File: src/serial_rx_pkg.sv
// serial receiver shared definitions
package serial_rx_pkg;

    // bits per serial word, MSB first on the link
    localparam int word_width = 8;

    // header length field, bits 5..0 of the header word
    localparam int len_width = 6;

    // bit counter, room for words of up to 16 bits
    localparam int count_width = 4;

    // payload buffer
    localparam int fifo_depth      = 16;
    localparam int fifo_addr_width = 4;

    // header opcode, bits 7..6 of the header word
    typedef enum logic [1:0] {
        // header only, no payload, no trailer, no status
        op_idle  = 2'd0,
        // payload forwarded, status reported
        op_data  = 2'd1,
        // rejected with an error status
        op_rsvd2 = 2'd2,
        op_rsvd3 = 2'd3
    } opcode_t;

    // position inside a frame
    typedef enum logic [1:0] {
        st_header  = 2'd0,
        st_payload = 2'd1,
        st_trailer = 2'd2
    } parser_state_t;

endpackage

File: src/bit_deserializer.sv
// serial to word deserializer
module bit_deserializer (
    input  logic                                 bit_clk,
    input  logic                                 reset,
    input  logic                                 serial_in,
    input  logic                                 frame_sync,
    output logic [serial_rx_pkg::word_width-1:0] word,
    output logic                                 word_valid,
    output logic                                 frame_start
);
    import serial_rx_pkg::*;

    logic                   serial_q;
    logic                   sync_q;
    logic                   aligned;
    logic [count_width-1:0] bit_count;
    logic                   word_complete;
    logic                   complete_d1;
    logic                   complete_d2;
    logic                   sync_d1;
    logic                   sync_d2;
    logic [word_width-1:0]  shift_d1;
    logic [word_width-1:0]  shift_d2;

    // input capture
    always_ff @(posedge bit_clk) begin
        serial_q <= serial_in;
    end

    always_ff @(posedge bit_clk or posedge reset) begin
        if (reset) begin
            sync_q <= 1'b0;
        end else begin
            sync_q <= frame_sync;
        end
    end

    // bit index of the captured bit, restarted by each sync
    always_ff @(posedge bit_clk or posedge reset) begin
        if (reset) begin
            bit_count <= '0;
            aligned   <= 1'b0;
        end else if (sync_q) begin
            bit_count <= '0;
            aligned   <= 1'b1;
        end else if (bit_count == count_width'(word_width - 1)) begin
            bit_count <= '0;
        end else begin
            bit_count <= bit_count + 1'b1;
        end
    end

    // no words before the first frame_sync
    assign word_complete = aligned && (bit_count == count_width'(word_width - 1));

    // shift pipeline, next word may assemble while this one drains
    always_ff @(posedge bit_clk) begin
        shift_d1 <= {shift_d1[word_width-2:0], serial_q};
        shift_d2 <= shift_d1;
        if (complete_d2) begin
            word <= shift_d2;
        end
    end

    // frame_start travels in step with the word pipeline
    always_ff @(posedge bit_clk or posedge reset) begin
        if (reset) begin
            complete_d1 <= 1'b0;
            complete_d2 <= 1'b0;
            sync_d1     <= 1'b0;
            sync_d2     <= 1'b0;
            word_valid  <= 1'b0;
            frame_start <= 1'b0;
        end else begin
            complete_d1 <= word_complete;
            complete_d2 <= complete_d1;
            sync_d1     <= sync_q;
            sync_d2     <= sync_d1;
            // sync slot holds no data bit
            word_valid  <= complete_d2 && !sync_d2;
            frame_start <= sync_d2;
        end
    end

endmodule

File: src/frame_parser.sv
// frame parser and status
module frame_parser (
    input  logic                                 bit_clk,
    input  logic                                 reset,
    input  logic [serial_rx_pkg::word_width-1:0] word,
    input  logic                                 word_valid,
    input  logic                                 frame_start,
    input  logic                                 fifo_full,
    output logic                                 push,
    output logic [serial_rx_pkg::word_width-1:0] push_data,
    output logic                                 push_last,
    output logic                                 frame_done,
    output logic                                 frame_error
);
    import serial_rx_pkg::*;

    parser_state_t         state;
    opcode_t               hdr_op;
    logic [len_width-1:0]  hdr_len;
    logic [len_width-1:0]  remaining;
    logic [word_width-1:0] checksum;
    logic                  frame_err;
    logic                  hold;

    // header fields
    assign hdr_op  = opcode_t'(word[word_width-1 -: 2]);
    assign hdr_len = word[len_width-1:0];

    always_ff @(posedge bit_clk or posedge reset) begin
        if (reset) begin
            state       <= st_header;
            hold        <= 1'b0;
            remaining   <= '0;
            frame_err   <= 1'b0;
            push        <= 1'b0;
            frame_done  <= 1'b0;
            frame_error <= 1'b0;
        end else begin
            push        <= 1'b0;
            frame_done  <= 1'b0;
            frame_error <= 1'b0;
            if (frame_start) begin
                // unfinished data frame counts as aborted
                if (state != st_header) begin
                    frame_done  <= 1'b1;
                    frame_error <= 1'b1;
                end
                state <= st_header;
                hold  <= 1'b0;
            end else if (word_valid && !hold) begin
                case (state)
                    st_header: begin
                        if (hdr_op == op_data && hdr_len != '0) begin
                            remaining <= hdr_len;
                            frame_err <= 1'b0;
                            state     <= st_payload;
                        end else if (hdr_op != op_idle) begin
                            // reserved opcode or empty data frame,
                            // ignore the rest until the next sync
                            frame_done  <= 1'b1;
                            frame_error <= 1'b1;
                            hold        <= 1'b1;
                        end
                    end
                    st_payload: begin
                        if (fifo_full) begin
                            frame_err <= 1'b1;
                        end else begin
                            push <= 1'b1;
                        end
                        remaining <= remaining - 1'b1;
                        if (remaining == len_width'(1)) begin
                            state <= st_trailer;
                        end
                    end
                    st_trailer: begin
                        frame_done  <= 1'b1;
                        frame_error <= frame_err || (word != checksum);
                        state       <= st_header;
                    end
                    default: begin
                        state <= st_header;
                    end
                endcase
            end
        end
    end

    // running xor over the payload
    always_ff @(posedge bit_clk) begin
        if (word_valid) begin
            if (state == st_header) begin
                checksum <= '0;
            end else if (state == st_payload) begin
                checksum <= checksum ^ word;
            end
            push_data <= word;
            push_last <= (remaining == len_width'(1));
        end
    end

endmodule

File: src/word_fifo.sv
// payload word fifo
module word_fifo (
    input  logic                                 bit_clk,
    input  logic                                 reset,
    input  logic                                 push,
    input  logic [serial_rx_pkg::word_width-1:0] push_data,
    input  logic                                 push_last,
    input  logic                                 rx_ready,
    output logic                                 fifo_full,
    output logic [serial_rx_pkg::word_width-1:0] rx_data,
    output logic                                 rx_last,
    output logic                                 rx_valid
);
    import serial_rx_pkg::*;

    logic [word_width-1:0]      data_mem [fifo_depth];
    logic                       last_mem [fifo_depth];
    logic [fifo_addr_width-1:0] wr_ptr;
    logic [fifo_addr_width-1:0] rd_ptr;
    logic [fifo_addr_width:0]   count;
    logic                       do_push;
    logic                       do_pop;

    function automatic logic [fifo_addr_width-1:0] next_ptr(
        input logic [fifo_addr_width-1:0] ptr
    );
        return (ptr == fifo_addr_width'(fifo_depth - 1)) ? '0 : ptr + 1'b1;
    endfunction

    assign fifo_full = (count == (fifo_addr_width + 1)'(fifo_depth));
    assign rx_valid  = (count != '0);
    assign do_push   = push && !fifo_full;
    assign do_pop    = rx_valid && rx_ready;
    assign rx_data   = data_mem[rd_ptr];
    assign rx_last   = last_mem[rd_ptr];

    always_ff @(posedge bit_clk) begin
        if (do_push) begin
            data_mem[wr_ptr] <= push_data;
            last_mem[wr_ptr] <= push_last;
        end
    end

    always_ff @(posedge bit_clk or posedge reset) begin
        if (reset) begin
            wr_ptr <= '0;
            rd_ptr <= '0;
            count  <= '0;
        end else begin
            if (do_push) begin
                wr_ptr <= next_ptr(wr_ptr);
            end
            if (do_pop) begin
                rd_ptr <= next_ptr(rd_ptr);
            end
            // simultaneous push and pop leave the count alone
            if (do_push && !do_pop) begin
                count <= count + 1'b1;
            end else if (do_pop && !do_push) begin
                count <= count - 1'b1;
            end
        end
    end

endmodule

File: src/serial_rx_top.sv
// framed serial receiver
module serial_rx_top (
    input  logic                                 bit_clk,
    input  logic                                 reset,
    input  logic                                 serial_in,
    input  logic                                 frame_sync,
    input  logic                                 rx_ready,
    output logic [serial_rx_pkg::word_width-1:0] rx_data,
    output logic                                 rx_last,
    output logic                                 rx_valid,
    output logic                                 frame_done,
    output logic                                 frame_error
);
    import serial_rx_pkg::*;

    logic [word_width-1:0] word;
    logic                  word_valid;
    logic                  frame_start;
    logic                  push;
    logic [word_width-1:0] push_data;
    logic                  push_last;
    logic                  fifo_full;

    bit_deserializer deser0 (
        .bit_clk     (bit_clk),
        .reset       (reset),
        .serial_in   (serial_in),
        .frame_sync  (frame_sync),
        .word        (word),
        .word_valid  (word_valid),
        .frame_start (frame_start)
    );

    frame_parser parser0 (
        .bit_clk     (bit_clk),
        .reset       (reset),
        .word        (word),
        .word_valid  (word_valid),
        .frame_start (frame_start),
        .fifo_full   (fifo_full),
        .push        (push),
        .push_data   (push_data),
        .push_last   (push_last),
        .frame_done  (frame_done),
        .frame_error (frame_error)
    );

    // back-pressure stops here, the link cannot stall
    word_fifo fifo0 (
        .bit_clk   (bit_clk),
        .reset     (reset),
        .push      (push),
        .push_data (push_data),
        .push_last (push_last),
        .rx_ready  (rx_ready),
        .fifo_full (fifo_full),
        .rx_data   (rx_data),
        .rx_last   (rx_last),
        .rx_valid  (rx_valid)
    );

endmodule

File: config.mk
export PLATFORM = sky130hd
export DESIGN_NAME = serial_rx_top
export DESIGN_NICKNAME = d
export VERILOG_FILES = /design/src/serial_rx_pkg.sv /design/src/bit_deserializer.sv /design/src/frame_parser.sv /design/src/word_fifo.sv /design/src/serial_rx_top.sv
export SDC_FILE = /design/constraint.sdc
export NUM_CORES = 1
export LEC_CHECK = 0
export BUFFER_PORTS_ARGS = -buffer_cell sky130_fd_sc_hd__buf_2
export CORE_AREA = 5 5 153 155
export DETAILED_ROUTE_END_ITERATION = 16
export DIE_AREA = 0 0 158 160
export PLACE_DENSITY = 0.59
export SYNTH_ARGS = -nofsm -noshare
export SYNTH_HDL_FRONTEND = slang
export SYNTH_HIERARCHICAL = 1
export SYNTH_SLANG_ARGS = --single-unit
export TNS_END_PERCENT = 10
File: constraint.sdc
create_clock -name bit_clk -period 3.1 [get_ports bit_clk]
set_input_delay 0.155 -clock bit_clk [delete_from_list [all_inputs] [get_ports bit_clk]]
set_output_delay 0.155 -clock bit_clk [all_outputs]
set_load 0.01 [all_outputs]
==> results of run 1 <==
synth_stat cells (all sizes together) (4+ instances only):
| cell type | instances | share of area [%] |
|---|---|---|
| a21oi | 6 | 0.35 |
| a22oi | 18 | 1.6 |
| buf | 10 | 0.67 |
| clkbuf | 7 | 0.32 |
| dfrtp | 38 | 11 |
| dfxtp | 10 | 2.3 |
| edfxtp | 169 | 59 |
| ha | 13 | 1.9 |
| inv | 14 | 0.61 |
| mux2i | 4 | 0.47 |
| mux4 | 36 | 9.5 |
| nand2 | 24 | 1.1 |
| nand2b | 4 | 0.29 |
| nand3 | 7 | 0.47 |
| nor2 | 35 | 1.5 |
| nor2b | 9 | 0.66 |
| nor3 | 13 | 0.76 |
| o211ai | 4 | 0.51 |
| o21ai | 9 | 0.66 |
| xnor2 | 12 | 1.2 |
cell type report:
type / count / area (um^2)
repair buffers: 29 / 200
well taps: 280 / 350
clock inverters: 11 / 61.3
flip-flops and latches: 217 / 6230
clock buffers: 33 / 708
multi-input cells: 241 / 2200
fillers: 1850 / 11900
inverters: 14 / 52.6
stage by stage:
stage,hold WS (ps),utilization [%],instances,setup slack [ps],total power (W)
global route,262,45.2,825,156,0.00794
finish,217,45.2,825,328,0.00757
CTS,212,45.2,825,273,0.00768
global placement,187,41.5,777,440,0.00491
detailed placement,201,41.5,777,327,0.00496
floorplan,19.7,-,489,555,0.00449
power groups by stage:
stage	Combinational (W)	Sequential [W]	Clock [W]
after global placement	0.00151	0.00340	0
after floorplan	0.00118	0.00330	0
final	0.00153	0.00335	0.00269
after global routing	0.00167	0.00337	0.00289
after detailed placement	0.00155	0.00341	0
after CTS	0.00156	0.00335	0.00277
worst paths after layout:
kind | depth (start not counted) | end | slack, ps
max | 9 | fifo0/count[4] | 330
min reg2reg | 0 | deser0/shift_d2[0] | 330
min | 3 | deser0/sync_q | 220
max reg2reg | 9 | fifo0/count[4] | 330
max in group asynchronous | 3 | fifo0/rd_ptr[0] | 2450
min in group bit_clk | 2 | deser0/serial_q | 290
tightest hold or removal path, delay by kind of cell:
family / cells / cell delay [ps]
buffers and inverters: 3 / 990
layer usage:
| metal | GRT usage, % | routed length, um | vias to the layer above |
|---|---|---|---|
| met1 | 17.0 | 6930 | 2222 |
| met3 | 2.30 | 653 | 25 |
| met2 | 22.2 | 8020 | 100 |
| met5 | 0 | 0 | - |
| met4 | 2.87 | 269 | 0 |
| li1 | - | - | 1997 |
flip-flops by register name, summed over array words and instances, names as in the netlist, 2 cells and up:
register and cells:
fifo0/rd_ptr 4, parser0/push_data 8, fifo0/count 5, deser0/shift_d2 8
fifo0/wr_ptr 4, deser0/word 8, parser0/remaining 6, deser0/bit_count 4
fifo0/last_mem 16, parser0/state 2, fifo0/data_mem 128, parser0/checksum 8
cell families (layout without fill, tap and decap cells):
logic type | Yosys count | count (layout)
flip-flops | 217 | 217
AND/OR/NAND/NOR | 111 | 111
AO/OA/AOI/OAI | 60 | 60
multiplexers | 42 | 42
buffers and inverters | 31 | 87
adder cells (fa/ha/maj) | 14 | 14
XOR/XNOR | 14 | 14
==> metrics.cfg, run 1 <==
[critical_path]
crit_family=simple AND/OR/NAND/NOR gates
endpoint_kind=flip-flop
arrival_ps=3130
critical_path_required_ps=3460
max_stage_delay_ps=580
crit_chain=or4_4 -> o21ai_4 -> ha_1 -> inv_1 -> ha_1 -> nor2b_1 -> o21a_1 -> o211ai_1 -> o311ai_0
path_class=flip-flop to flip-flop
cp_max_fo=6
critPathLaunch=fifo0/count[0]
crit_path_start_kind=flip-flop
cp_slowest_cell=or4_4
rr_startpoint=fifo0/count[0]
crit_top_cell=ha_1
critPathBufInv=1

[layout]
n_antenna_cell=0
final_area_um2=9800
nNetsFinal=546
final_common_cell=edfxtp_1
final_cell_mix=edfxtp_1, dfrtp_1, mux4_2
drive_gt1_share_pct=20.2
area_delta_synth_final_pct=14.4

[pwr]
p_int_w=0.00555
leakage_nw=3.37
vdd_drop_max_mv=0.356
p_clk_share_pct=35.6
combPwrFrac_pct=20.2
pwr-share-seq_pct=44.2
p_sw_w=0.00201
power_density_nw_per_um2=772
swShare_pct=26.6

[synthesis]
synth_compound_area_share_pct=5.42
ys_seq_elements=217
synthArstFlopShare_pct=17.5
synth_edf_count=169
synthXorXnorAreaFrac_pct=1.43
syn_avg_cell_area_um2=17.5
synth_simple_gate_area_share_pct=6.46
netlist_area_um2=8560
synthAdderAreaFrac_pct=2.13
ys_warn_count=6
ys_seq_area_share_pct=72.7
muxShareOfSynthArea_pct=10.2
syn-instance-count=489
synth_top_family_by_area=multiplexers
synth_cell_types=58
syn-num-nets=508
ys.flop_type=edfxtp_1

[drt]
firstDrtPassIters=4
drt_iter0_markers=339
drcViolationCount=0
detail_route.wirelength_um=15900
route.vias.total=4344
post_drt_wl_per_cell_um=19.2
viasPerCell=5.27
ant_nets=0

[min_path]
hold_path.class=input port to asynchronous set/reset pin

[floorplan]
die-area_um2=25300
die_h_um=160
chipWidth_um=158
initial_core_util_pct=39.5
core_area_um2=21700
pin_count=17
core.rowCount=54

[grt]
antenna_found_initial=0
grt_max_degree=37
overflow=0
grt_pass1_wl_um=25700
track_usage_pct=12.8
grt_pass1_vias=4608

[sta]
setup-violations-final=0
finalSetupTns_ps=0
slew_viol_final=0
slew-limit-headroom_pct=29.2
min_period_ps=2770
max_freq_mhz=361
post-route-period-util_pct=89.4
grt_setup_unrepaired=no
hold_viol_final=0
skew_ps=8.21
tightest_slew_ps=1060

[place]
dpl_cell_area_um2=8990
globalplace.congestion=0.773
numPortBuffers=16
dp_hpwl_um=10400

[clock_tree]
clkSinkCount=217
cts_resized=0
clkTransAtPathRegs_ps=60
htree_levels=1
cts_setup_buffers=0
cts-buffers-inserted=24
hold_buffers=4
clk_latency_ps=500
cts_tree=yes
clockRootBuffer=clkbuf_16
cts_max_path_buffers=3

[status]
outcome=finished, final reports clean

[job]
drv_cap=0

Note: power is estimated with default switching activity, not from simulation.
==> run 2, diff against run 1 <==
--- a/config.mk
+++ b/config.mk
@@ -9,6 +9,7 @@
 export CORE_AREA = 5 5 153 155
 export DETAILED_ROUTE_END_ITERATION = 16
 export DIE_AREA = 0 0 158 160
+export GPL_TIMING_DRIVEN = 0
 export PLACE_DENSITY = 0.59
 export SYNTH_ARGS = -nofsm -noshare
 export SYNTH_HDL_FRONTEND = slang
==> metrics.cfg, run 2 (synthesis results as in run 1) <==
[status]
outcome=finished, final reports clean

[layout]
nNetsFinal=553
top_regs=fifo0/data_mem x128, fifo0/last_mem x16
top_register=fifo0/data_mem
n_antenna_cell=0
final_common_cell=edfxtp_1
final_area_um2=9750
drive_gt1_share_pct=20.0
final_cell_mix=edfxtp_1, dfrtp_1, mux4_2
largest_reg_flops=128
area_delta_synth_final_pct=13.9

[floorplan]
core_area_um2=21700
die-area_um2=25300
core.rowCount=54
initial_core_util_pct=39.5
pin_count=17
chipWidth_um=158
die_h_um=160

[sta]
slew-limit-headroom_pct=37.5
grt_setup_unrepaired=no
skew_ps=9.07
post-route-period-util_pct=90.6
setup-violations-final=0
finalSetupTns_ps=0
tightest_slew_ps=935
setup_ws_ps=291
slew_viol_final=0
max_freq_mhz=356
hold_ws_ps=225
hold_viol_final=0
min_period_ps=2810

[critical_path]
critPathBufInv=1
critical_path_required_ps=3450
crit_path_start_kind=flip-flop
max_stage_delay_ps=590
crit_chain=or4_4 -> o21ai_4 -> ha_1 -> inv_1 -> ha_1 -> nor2b_1 -> o21a_1 -> o211ai_1 -> o311ai_0
rr_startpoint=fifo0/count[0]
cp_max_fo=6
arrival_ps=3150
rr_worst_depth=9
path_class=flip-flop to flip-flop
endpoint_kind=flip-flop
crit_family=compound AO/OA/AOI/OAI gates
cp_slowest_cell=or4_4
r2r_end=fifo0/count[4]
r2r_slack_ps=290
crit_top_cell=ha_1

[clock_tree]
htree_levels=1
clkSinkCount=217
cts-buffers-inserted=23
clockRootBuffer=clkbuf_16
cts_tree=yes
cts_setup_buffers=0
clkTransAtPathRegs_ps=60
clk_latency_ps=490
cts_max_path_buffers=3

[pwr]
vdd_drop_max_mv=0.459
leakage_nw=3.36
power_density_nw_per_um2=763

[grt]
overflow=0
track_usage_pct=13.4
grt_pass1_wl_um=26200
grt_pass1_vias=4521
antenna_found_initial=0
grt_max_degree=17

[drt]
ant_nets=0
drcViolationCount=0
firstDrtPassIters=5
drt_iter0_markers=351
detail_route.wirelength_um=16800
route.vias.total=4412
post_drt_wl_per_cell_um=20.2
viasPerCell=5.32

[job]
drv_cap=0

[min_path]
hold_path.class=input port to asynchronous set/reset pin

[place]
numPortBuffers=16
dpl_cell_area_um2=9010
dp_hpwl_um=10900
globalplace.congestion=0.782
place_ws_ps=284

[run 2: cell types whose count changed in the layout (fill, tap and decap cells not counted), sizes merged]
| cell | delta |
|---|---|
| clkbuf | +2 |
| clkinv | +2 |
| buf | +1 |
| bufinv | +1 |
| inv | -1 |
[run 2: cell type report]
class	count	area, um^2
sequential	217	6230
inverter	14	52.6
tap	280	350
timing repair buffer	20	120
clock buffer	28	614
fill	1851	11900
buffer	17	85.1
multi-input combinational	241	2220
clock inverter	13	83.8
[run 2: worst max path at each step]
stage / startpoint / to / slack (ps) / cells after the start
after floorplan: fifo0/count[0] / fifo0/count[4] / 560 / 9
after global placement: fifo0/count[0] / fifo0/data_mem[0][3] / 230 / 5
after detailed placement: fifo0/count[0] / fifo0/count[4] / 280 / 8
after CTS: fifo0/count[0] / fifo0/count[4] / 250 / 8
after global routing: fifo0/count[0] / fifo0/count[4] / 90 / 9
final: fifo0/count[0] / fifo0/count[4] / 290 / 9
[run 2: where the power goes]
| part | switching, W | internal, W | leakage (nW) | total [W] |
|---|---|---|---|---|
| combinational | 0.000860 | 0.000773 | 0.885 | 0.00163 |
| clock | 0.00103 | 0.00148 | 0.349 | 0.00252 |
| sequential | 0.000109 | 0.00318 | 2.13 | 0.00329 |
| total | 0.00200 | 0.00544 | 3.36 | 0.00744 |
[run 2: metal layers]
| layer | share of wire (%) | track usage, % | vias up |
|---|---|---|---|
| li1 | - | - | 2005 |
| met1 | 44 | 19.1 | 2288 |
| met2 | 48 | 21.2 | 93 |
| met3 | 4.6 | 2.44 | 26 |
| met4 | 3.0 | 3.96 | 0 |
| met5 | 0 | 0 | - |
[run 2: timing repair]
| action | in CTS | in global routing |
|---|---|---|
| hold buffers | 4 | 0 |
| endpoints found under the hold margin | 41 | 0 |
| resized for setup | 0 | 0 |
| setup endpoints to repair | 0 | 0 |
[run 2: metrics by stage]
stage          cells  utilization, %  total power (W)
6_report         830            45.0          0.00744
5_1_grt          830            45.0          0.00778
4_1_cts          830            45.0          0.00754
3_5_place_dp     785            41.6          0.00500
3_3_place_gp     785            41.5          0.00496
2_1_floorplan    489               -          0.00449
[run 2: tightest hold or removal path, stage by stage]
cell,delay (ps)
dlygate4sd3_1,530
buf_2,130
inv_1,330
